[src/seq_queue.sv]
// Synchronous circular-buffer FIFO for any payload type, valid/ready on both sides
`timescale 1ns/1ps
`default_nettype none

module seq_queue #(
    parameter type QTYPE  = logic [7:0],
    parameter int  QDEPTH = 4
) (
    input  logic aclk,
    input  logic aresetn,

    // Push side
    input  logic val_snk,
    output logic rdy_snk,
    input  QTYPE data_snk,

    // Pop side
    output logic val_src,
    input  logic rdy_src,
    output QTYPE data_src
);

    // Pointer and occupancy widths
    localparam int PTR_BITS = (QDEPTH > 1) ? $clog2(QDEPTH) : 1;
    localparam int CNT_BITS = $clog2(QDEPTH + 1);

    // Entry storage, no reset needed
    QTYPE mem [QDEPTH];

    logic [PTR_BITS-1:0] wr_ptr;
    logic [PTR_BITS-1:0] rd_ptr;
    logic [CNT_BITS-1:0] count;
    logic                push;
    logic                pop;

    // Advance a pointer with wraparound at QDEPTH
    function automatic logic [PTR_BITS-1:0] ptr_next(input logic [PTR_BITS-1:0] ptr);
        if (ptr == PTR_BITS'(QDEPTH - 1)) begin
            return '0;
        end
        return ptr + 1'b1;
    endfunction

    // ------------------------------------------------
    // Handshakes
    // ------------------------------------------------

    assign val_src = (count != '0);
    // Full queue still takes a push when the head leaves this cycle
    assign rdy_snk = (count != CNT_BITS'(QDEPTH)) || rdy_src;
    assign push    = val_snk & rdy_snk;
    assign pop     = val_src & rdy_src;

    // Head entry straight out of the storage flops
    assign data_src = mem[rd_ptr];

    // ------------------------------------------------
    // Storage and pointers
    // ------------------------------------------------

    always_ff @(posedge aclk) begin
        if (push) begin
            mem[wr_ptr] <= data_snk;
        end
    end

    always_ff @(posedge aclk) begin
        if (!aresetn) begin
            wr_ptr <= '0;
            rd_ptr <= '0;
            count  <= '0;
        end else begin
            if (push) begin
                wr_ptr <= ptr_next(wr_ptr);
            end
            if (pop) begin
                rd_ptr <= ptr_next(rd_ptr);
            end
            // Occupancy holds when both sides move
            if (push && !pop) begin
                count <= count + 1'b1;
            end else if (pop && !push) begin
                count <= count - 1'b1;
            end
        end
    end

endmodule

`default_nettype wire

[config.mk]
export PLATFORM = sky130hd
export DESIGN_NAME = seq_queue
export DESIGN_NICKNAME = d
export VERILOG_FILES = /design/src/seq_queue.sv
export SDC_FILE = /design/constraint.sdc
export NUM_CORES = 1
export LEC_CHECK = 0
export ABC_CLOCK_PERIOD_IN_PS = 5330
export BUFFER_PORTS_ARGS = -buffer_cell sky130_fd_sc_hd__buf_2
export CAP_MARGIN = 20
export CORE_MARGIN = 10
export CORE_UTILIZATION = 39
export CTS_BUF_LIST = sky130_fd_sc_hd__clkbuf_2 sky130_fd_sc_hd__clkbuf_4 sky130_fd_sc_hd__clkbuf_8
export CTS_CLUSTER_DIAMETER = 60
export DETAILED_ROUTE_END_ITERATION = 8
export GPL_ROUTABILITY_DRIVEN = 1
export GPL_TIMING_DRIVEN = 0
export PLACE_DENSITY = 0.61
export RECOVER_POWER = 50
export SETUP_SLACK_MARGIN = 0.1
export SLEW_MARGIN = 20
export SYNTH_ARGS = -nofsm -noshare
export SYNTH_HDL_FRONTEND = slang
export SYNTH_SLANG_ARGS = --single-unit
[constraint.sdc]
create_clock -name aclk -period 5.33 [get_ports aclk]
set_input_delay 1.3325 -clock aclk [delete_from_list [all_inputs] [get_ports aclk]]
set_output_delay 1.3325 -clock aclk [all_outputs]
set_load 0.005 [all_outputs]
# Word level (Yosys, flattened, before mapping)
# Memory sizes are Yosys's and may differ from the RTL's. A register that Yosys moved wholly into a read port is not among the register bits.
# Index checks and enable logic that the tools add are counted.
# Widths: inputs -> output; s select.
[word_totals]
inputBits = 12
ram_bits = 32
elab_cells = 36
memories = 1
regBits = 7
[mem_list]
columns = ["name", "words", "width", "rd", "rd_ports_with_merged_regs", "write_ports", "line", "text"]
rows = [
  ["mem", 4, 8, 1, 1, 1, "28", "QTYPE mem [QDEPTH];"],
]
[op_classes]
reduce_logical = 7
bitwise_logic = 2
addsub = 4
muxes = 16
eq_ne = 3
[ops]
columns = ["operator", "count"]
rows = [
  ["$mux 2", 6],
  ["$mux 1", 8],
  ["$mux 3", 2],
  ["$add 2x1->2 const B", 2],
  ["$eq 2x2->1 const B", 2],
  ["$add 3x1->3 const B", 1],
  ["$ne 3x3->1 const B", 1],
  ["$reduce_bool 3->1", 1],
  ["$sub 3x1->3 const B", 1],
  ["$and 1x1->1", 2],
  ["$logic_and 1x1->1", 2],
  ["$logic_not 1->1", 2],
  ["$reduce_bool 2->1", 1],
  ["$logic_or 1x1->1", 1],
]

# Depth between registers and ports, before layout
[depth]
ltp_word = 7
depth_mapped = 9

# Worst setup path before layout
# No wires, ideal clock.
[synth_path]
path_kind = "in2out"
from = "input port rdy_src"
to = "output port rdy_snk"
t_required_ps = 3998
n_path_buf = 1
slack_ps = 2063
t_arrival_ps = 1935
cell_stages = 2
path_cell_list = "or4b_4 buf_6"
[synth_between]
elab_chain_len = 1
[synth_lines]
columns = ["element", "line", "text"]
rows = [
  ["from (decl)", "19", "input logic rdy_src,"],
  ["$logic_or 1x1->1", "50", "assign rdy_snk = (count != CNT_BITS'(QDEPTH)) || rdy_src;"],
  ["to (decl)", "14", "output logic rdy_snk,"],
]
# No other way between the ends.

# Worst setup path after layout
# Same ends and word-level chain as after synthesis.

==> run metrics <==
status completed; Finished Cell Area 1902 um^2; DR pass1 iterations 4; Async SR Flop Fraction 0%; total CTS buffers 5; final core utilization 47.21%; register bit count reported by yosys 41; Pwr Total 869.6 uW; Setup crit start kind primary input; count leader, synth edfxtp_1; CP max stage delay 0.60 ns; CP arrival 2.37 ns; Die Wd 84.88 um; Clock Skews 0.007245 ns; Synth area leader edfxtp_1; ys flop type edfxtp_1; IO Port Bufs 21; Max-slew headroom 64.58%; Placer Congestion 0.6898; Core ar. 4029 um^2; vias per cell 5.052; synth top area cells edfxtp_1 (59%), dfxtp_1 (11%), mux4_2 (11%); crit-path cells buf_2 -> or4b_2 -> clkbuf_1 -> buf_2; DP HPWL 2042 um; Max Fclk 269.9 MHz; Initial Util 40.75%; fin crit period 3.705 ns; Post-Syn Area 1642 um^2; Reg clk slew, reported paths 0.07 ns; mean area per synthesized cell 17.65 um^2; TritonCTS clock tree done; Sink Count 41; post-synth top area share 58.54%; vias in the first global route 953; Clock Tree Buf Depth 2; Hold WS 0.5032 ns; multi-input logic area 460.4 um^2; Worst path slowest cell or4b_2; CP max FO 7; most common library cells after synthesis edfxtp_1 (32), dfxtp_1 (9), mux4_2 (8); I/O pins 22; antenna-violating nets left 0; clk root buf clkbuf_8; Setup TNS 0 ns; GRT Total Usage 8.543%; CTS Hold Bufs 0; row cnt 23; final slew viol count 0; initial antenna violation count 0; Crit path required time 4.00 ns; Syn Nets 112; total wire length 2855 um; Synth cell types 29; Filler cells 353; # diodes 0; grt ovf 0; Storage cell area 1141 um^2; leak pwr 0.0006775 uW; P&R area growth vs syn 15.85%; final hold viol count 0; Post-CTS Setup Inserts 0; worst hold path class flip-flop to flip-flop; RSZ-0062 raised after global routing no; largest net degree at the start of global routing 15; Top cell by count, worst path buf_2; crit path kind primary input to primary output; DRT iter0 DRCs 51; Final #Nets 140; htree depth 2; Max-Cap Viols 0; die area 7205 um^2; via count 869; chip height 84.88 um; drt wl/cell 16.60 um; Worst-Margin Slew 0.5267 ns; Cells after Synth 93; global-route wire length before repair 4781 um; Pwr Density 457.3 nW/um^2; Peak supply drop 0.0002147 V; synth warn 0; crit end category primary output; # resized after CTS 0; Final setup viols 0; share of cells above drive strength 1 27.05%; Post-synth EDFFs 32; Tcrit/Tclk final 69.51%; # DRC 0; cell area after placement 1809 um^2; clock latency on the worst-skew pair 0.29 ns; Seq/Total Area, Yosys 69.51%
final cells by class:
cell class	count	share of cell area (%)
tap	50	3.289
buffer	4	0.8553
multi-input combinational	45	24.21
clock buffer	5	3.618
sequential	41	60.00
timing repair buffer	21	5.000
inverter	3	0.5921
clock inverter	3	2.434
where the power goes:
part | total, uW | switching, uW | internal, uW
registers | 411 | 24.5 | 387
clock network | 250 | 109 | 140
logic | 209 | 99.4 | 110
metal layers:
metal | global-route usage (%) | vias up | part of all wire [%]
li1 | - | 408 | -
met5 | 0 | - | 0
met2 | 14.41 | 19 | 55
met4 | 4.042 | 0 | 1.7
met1 | 9.301 | 435 | 38
met3 | 3.155 | 7 | 5.3
layout by cell type (no fill, tap or decap), drive strengths merged:
cell type,instances
nor2,2
nand4,1
clkinvlp,1
xor2,1
or3,2
and3,4
inv,3
o31ai,1
nand2,5
bufinv,1
dfxtp,9
buf,15
mux2i,2
mux4,8
ha,6
o21ai,4
nor2b,1
nand3,2
clkinv,1
fa,1
edfxtp,32
xnor2,1
clkbuf,15
or4b,1
a21boi,1
and2,2
sequential cells by signal, summed over array words and instances, names as in the netlist, named ones only:
register and count:
wr_ptr 2, rd_ptr 2, count 3, mem 32
cell families (layout without fill, tap and decap cells):
group	Yosys count	after routing	share of synthesized area, %
flip-flops	41	41	69.51
AND/OR/NAND/NOR	20	20	7.166
multiplexers	10	10	12.20
adder cells (fa/ha/maj)	7	7	5.793
buffers and inverters	7	36	2.133
AO/OA/AOI/OAI	6	6	2.134
XOR/XNOR	2	2	1.067
worst max-delay path: cells and delay by family:
family / cells / cell delay [ns]
simple gates: 1 / 0.60
buf+inv: 3 / 0.44
per-stage QoR:
| stage | cells | worst slack, ns |
|---|---|---|
| after floorplan | 93 | 2.063 |
| after global placement | 164 | 1.817 |
| after detailed placement | 164 | 1.823 |
| after CTS | 172 | 1.822 |
| after global routing | 172 | 1.578 |
| final | 172 | 1.625 |
worst paths after layout:
| path | cells past startpoint | slack (ns) | end | from |
|---|---|---|---|---|
| setup / recovery | 4 | 1.63 | rdy_snk | rdy_src |
| hold / removal | 2 | 0.50 | wr_ptr[1] | wr_ptr[1] |
| setup reg to reg | 9 | 2.84 | count[2] | count[1] |
| hold reg to reg | 2 | 0.50 | wr_ptr[1] | wr_ptr[1] |
No activity file was read; power rests on OpenSTA's default activity.
