===== src/card_req_params.svh =====
// Card request mux widths, destination count and outstanding request depth
`ifndef CARD_REQ_PARAMS_SVH
`define CARD_REQ_PARAMS_SVH

// Destinations (user streams) sharing the card port
`define N_DESTS 4
`define DEST_BITS 2

// Request fields
`define PID_BITS 6
`define LEN_BITS 16
`define VADDR_BITS 32

// Card data path, 8 bytes per beat
`define DATA_BITS 64
`define BEAT_LOG_BITS 3

// Outstanding requests tracked by the router
`define SEQ_DEPTH 8

`endif


===== src/card_req_pkg.sv =====
// Shared request, sequence entry and data beat types of the card request mux
`default_nettype none

`include "card_req_params.svh"

package card_req_pkg;

    // ------------------------------------------------
    // Request side
    // ------------------------------------------------

    // One read request, len counted in bytes
    typedef struct packed {
        logic [`VADDR_BITS-1:0] vaddr;
        logic [`LEN_BITS-1:0]   len;
        logic [`PID_BITS-1:0]   pid;
    } req_t;

    // Routing record per granted request
    // n_beats_m1 holds the beat count minus one
    typedef struct packed {
        logic [`DEST_BITS-1:0] dest;
        logic [`LEN_BITS-1:0]  n_beats_m1;
    } mux_seq_t;

    // ------------------------------------------------
    // Data side
    // ------------------------------------------------

    // Beat towards a destination, last closes a request
    typedef struct packed {
        logic [`DATA_BITS-1:0] data;
        logic                  last;
    } beat_t;

endpackage

`default_nettype wire


===== src/card_data_router.sv =====
// Steers card read data beats to the head request's destination and flags the last beat
`timescale 1ns/1ps
`default_nettype none

`include "card_req_params.svh"

module card_data_router (
    input  logic                                   aclk,
    input  logic                                   aresetn,

    // Head of the sequence queue
    input  logic                                   seq_valid,
    output logic                                   seq_ready,
    input  card_req_pkg::mux_seq_t                 seq,

    // Card read data
    input  logic                                   s_card_valid,
    output logic                                   s_card_ready,
    input  logic [`DATA_BITS-1:0]                  s_card_data,

    // Per destination beats
    output logic [`N_DESTS-1:0]                    m_data_valid,
    input  logic [`N_DESTS-1:0]                    m_data_ready,
    output card_req_pkg::beat_t [`N_DESTS-1:0]     m_data
);

    // Beats forwarded for the head request
    logic [`LEN_BITS-1:0] beat_cnt;
    logic                 is_last;
    logic                 beat_fire;

    // ------------------------------------------------
    // Beat steering
    // ------------------------------------------------

    assign is_last = (beat_cnt == seq.n_beats_m1);

    // Card stalls without a head entry or when that destination stalls
    assign s_card_ready = seq_valid & m_data_ready[seq.dest];
    assign beat_fire    = s_card_valid & s_card_ready;

    // Entry leaves with its final beat
    assign seq_ready = beat_fire & is_last;

    // Only the head destination sees valid
    always_comb begin
        m_data_valid = '0;
        if (seq_valid) begin
            m_data_valid[seq.dest] = s_card_valid;
        end
    end

    // Same payload on every lane, valid picks the receiver
    always_comb begin
        for (int i = 0; i < `N_DESTS; i++) begin
            m_data[i].data = s_card_data;
            m_data[i].last = is_last;
        end
    end

    // ------------------------------------------------
    // Beat counter
    // ------------------------------------------------

    always_ff @(posedge aclk) begin
        if (!aresetn) begin
            beat_cnt <= '0;
        end else if (beat_fire) begin
            // Wrap to zero at the request boundary
            if (is_last) begin
                beat_cnt <= '0;
            end else begin
                beat_cnt <= beat_cnt + 1'b1;
            end
        end
    end

endmodule

`default_nettype wire


===== config.mk =====
export PLATFORM = sky130hd
export DESIGN_NAME = card_data_router
export DESIGN_NICKNAME = d
export VERILOG_FILES = /design/src/card_req_pkg.sv /design/src/card_data_router.sv
export VERILOG_INCLUDE_DIRS = /design/src /design/src/src
export SDC_FILE = /design/constraint.sdc
export NUM_CORES = 1
export LEC_CHECK = 0
export BUFFER_PORTS_ARGS = -buffer_cell sky130_fd_sc_hd__buf_2
export CAP_MARGIN = 20
export CORE_AREA = 3 3 138 140
export CTS_CLUSTER_DIAMETER = 40
export DETAILED_ROUTE_END_ITERATION = 12
export DIE_AREA = 0 0 141 143
export GPL_TIMING_DRIVEN = 0
export PLACE_DENSITY = 0.57
export SYNTH_ARGS = -nofsm -noshare
export SYNTH_HDL_FRONTEND = slang
export SYNTH_SLANG_ARGS = --single-unit

===== constraint.sdc =====
create_clock -name aclk -period 3.89 [get_ports aclk]
set_input_delay 0.1945 -clock aclk [delete_from_list [all_inputs] [get_ports aclk]]
set_output_delay 0.1945 -clock aclk [all_outputs]
set_load 0.05 [all_outputs]

# == After elaboration in Yosys (flattened, before gate mapping) ==
# Index checks and enable logic that the tools add are counted.
# totals
regBits,16
in_bits,90
output_inout_bits,266
elab_cells,16
# op_classes
addsub,1
n_lt_le_gt_ge,2
eq_ne,1
n_mux,6
bitwise_logic,4
n_reduce_logical,1
# ops
op,n
$add 16x1->16 const B,1
$eq 16x16->1,1
$mux 16,1
$and 4x4->4,1
$mux 4,1
$and 1x1->1,3
$lt 2x3->1 const B,1
$bmux 1 s2,1
$demux 1 s2,1
$ge 2x1->1 const B,1
$mux 1,2
$logic_and 1x1->1,1

# == Depth between registers and ports, before layout ==
# depth
word_depth,6
ltp_mapped,6
mapped_depth_nobuf,6

# == Least setup slack after synthesis ==
# No wires, ideal clock.
# synth_timing
path_type,reg-to-output
startpoint,reg beat_cnt[5]
endpoint,out seq_ready
arrival_time_ns,1.816
required_time_ns,3.695
slack_ns,1.879
stages_incl_launch_ff,6
n_path_buf,1
path_cell_list,dfxtp_1 xor2_1 nor4_2 nand4_1 buf_6 nor2_1
# synth_between
elab_chain_cells,2
# synth_rtl
item,line_no,rtl
"start, declared",card_data_router.sv:28,logic [`LEN_BITS-1:0] beat_cnt;
"start signal, assigned",card_data_router.sv:73,beat_cnt <= beat_cnt + 1'b1;
$eq 16x16->1,card_data_router.sv:36,assign is_last = (beat_cnt == seq.n_beats_m1);
$and 1x1->1,card_data_router.sv:43,assign seq_ready = beat_fire & is_last;
"end, declared",card_data_router.sv:13,"output logic seq_ready,"
# No other way between the ends.

# == Worst setup path in the final report ==
# layout_timing
startpoint,reg beat_cnt[9]
endpoint,out m_data[65] (netlist bit)
# layout_between
elab_chain_cells,1
# layout_rtl
item,line_no,rtl
$eq 16x16->1,card_data_router.sv:36,
"end, declared",card_data_router.sv:24,output card_req_pkg::beat_t [`N_DESTS-1:0] m_data
# No other way between the ends.

==> impl_metrics.ini <==
[global_route]
grt_max_degree = 11
grt_overflow = 0
grt_pass1_vias = 2711
grt_pass1_wl_um = 13400
antenna_found_initial = 0
grt_use_total_pct = 7.96

[logic_synthesis]
synth_top_area_cell = buf_4
synthCells = 387
yosys_warnings = 0
synth_nets = 478
synth_ff_type = dfxtp_1
synth_edf_count = 0
synth-seq-cells = 16
async_flop_share_pct = 0
avgSynthCellArea_sq_um = 7.86
ys_types = 35
synth_area_leaders = buf_4 64%, dfxtp_1 11%, xor2_1 5.2%
synth_top_area_share_pct = 64.2
synth_area_sq_mm = 0.00304
ys_seq_area_share_pct = 10.5

[critical_path]
worstReg2RegStart = beat_cnt[9]
timing.critical_path.from_type = register
path_max_fanout = 10
cp.arrival_ps = 2230
path_cells = xor2_1 -> nor4_1 -> nand4_1 -> buf_6 -> inv_1 -> buf_4 -> buf_2
reg2regPathDepth = 5
slowest_delay_ps = 440
timing.rr.end = beat_cnt[12]
endpoint_kind = output pin
cp_slowest_cell = nor4_1
worst-setup-path-type = reg -> out
rrSetupSlack_ps = 2000
critPathRequiredTime_ps = 3700

[detailed_routing]
firstDrtPassIters = 4
ant_nets = 0
wl_per_cell_um = 10.3
drc = 0
wirelength_um = 9390
first_iter_violations = 78
viasPerCell = 3.31
vias = 3008

[placed_design]
gp_congestion = 0.716
portBuffers = 291
hpwl_um = 8540
dpl_cell_area_sq_mm = 0.00478

[floorplanning]
start_util_pct = 16.9
fp.dieW_um = 141
ios = 356
core_area_sq_mm = 0.0180
chipHeight_um = 143
die_area_sq_mm = 0.0202
rows = 49

[power_and_ir_drop]
p_leak_nw = 2.89
total_power_mw = 1.26
ir_worst_vdd_v = 0.000119
powerDensity_mw_per_mm2 = 258

[timing]
final-setup-viol-count = 0
hold_violations = 0
final.period_utilization_pct = 62.4
worst_pin_slew_ps = 442
fmax_ghz = 0.412
post-route-min-period_ps = 2430
max_slew_margin_pct = 70.3
grt_setup_unrepaired = no
slew_viol_final = 0
fin_skew_ps = 2.17
fin_tns_setup_ps = 0

[cells_and_area]
largest-register = beat_cnt
n_antenna_cell = 0
areaGrowthSynthToFinish_pct = 59.8
largestRegisters = beat_cnt x16
layout_common_cells = 292 x buf_2, 260 x buf_4, 18 x xor2_1, 16 x nor2_1, 16 x dfxtp_1
layout.nets = 774
layout-drive-gt1-share_pct = 83.4
final_area_sq_mm = 0.00486
largest_reg_flops = 16
layout_commonest_cell = buf_2

[clock_tree]
cts-resized-gates = 0
cts-htree-levels = 1
postCtsSetupBuffers = 0
cts_root_buf = clkbuf_16
numClockSinks = 16
cts_tree = done
numCtsBuffers = 3
cts-hold-fix-buffers = 0
clk_latency_ps = 250
clockBufferDepth = 2
path_clk_slew_ps = 50

[run_status]
status = finished clean

[worst_hold_path]
min_to = beat_cnt[0]
worstHoldPathType = in -> reg
hold_start = aresetn
hold_depth = 3

[job]
cap_violations = 0
[cell families (layout without fill, tap and decap cells)]
family                     Yosys count  in the layout  synth area share [%]
AOI/OAI and AO/OA                   12             12                  2.84
and+or+nand+nor                     66             66                  13.0
DFF                                 16             16                  10.5
muxes                                1              1                 0.741
adders and majority gates            1              1                 0.411
xor gates and xnor gates            24             24                  6.91
buffers and inverters              267            561                  65.6
[cell usage after synthesis (3+ instances only)]
master	count
xnor2_1	6
and3_1	6
nor2_1	16
buf_4	260
nand4b_1	3
dfxtp_1	16
inv_1	4
nor4_1	3
nand2_1	8
xor2_1	18
nand4_1	4
a21oi_1	3
and2_1	3
nand3_1	8
[metrics by stage]
| step | setup WS, ps | std cells | hold slack [ps] | utilization (%) |
|---|---|---|---|---|
| after floorplan | 1880 | 387 | 377 | - |
| after global placement | 1680 | 907 | 516 | 26.6 |
| after detailed placement | 1690 | 907 | 513 | 26.6 |
| after CTS | 1430 | 910 | 281 | 27.0 |
| after global routing | 1350 | 910 | 304 | 27.0 |
| final | 1460 | 910 | 276 | 27.0 |
[power by group]
part	switching, mW	internal [mW]
Combinational	0.608	0.276
Clock	0.0644	0.135
Sequential	0.00481	0.167
[layer usage]
| layer | global-route usage [%] | up-vias | wire (um) | part of all wire (%) |
|---|---|---|---|---|
| li1 | - | 1559 | - | - |
| met1 | 9.53 | 1272 | 3500 | 37 |
| met2 | 15.0 | 172 | 5000 | 53 |
| met3 | 1.51 | 5 | 838 | 8.9 |
| met4 | 1.22 | 0 | 51 | 0.54 |
| met5 | 0 | - | 0 | 0 |
[final cells by class]
type,count,area (sq um)
Buffer,263,1980
Clock buffer,3,75.1
Fill cell,1992,13100
Inverter,4,15.0
Multi-Input combinational cell,104,726
Sequential cell,16,320
Tap cell,229,287
Timing Repair Buffer,291,1460
[worst max path at each step]
stage	start	end	slack (ps)	cells past startpoint
2_1_floorplan	beat_cnt[5]	seq_ready	1880	5
3_3_place_gp	beat_cnt[9]	m_data[195]	1680	7
3_5_place_dp	beat_cnt[9]	m_data[65]	1690	7
4_1_cts	beat_cnt[9]	m_data[65]	1430	7
5_1_grt	beat_cnt[9]	m_data[130]	1350	7
6_report	beat_cnt[9]	m_data[65]	1460	7
[worst max-delay path: cells and delay by family (launching register included)]
family | cells | cell delay, ps
and+or+nand+nor | 2 | 750
xor gates and xnor gates | 1 | 170
DFF | 1 | 350
buffers and inverters | 4 | 720
Power figures use the tool's default switching activity.
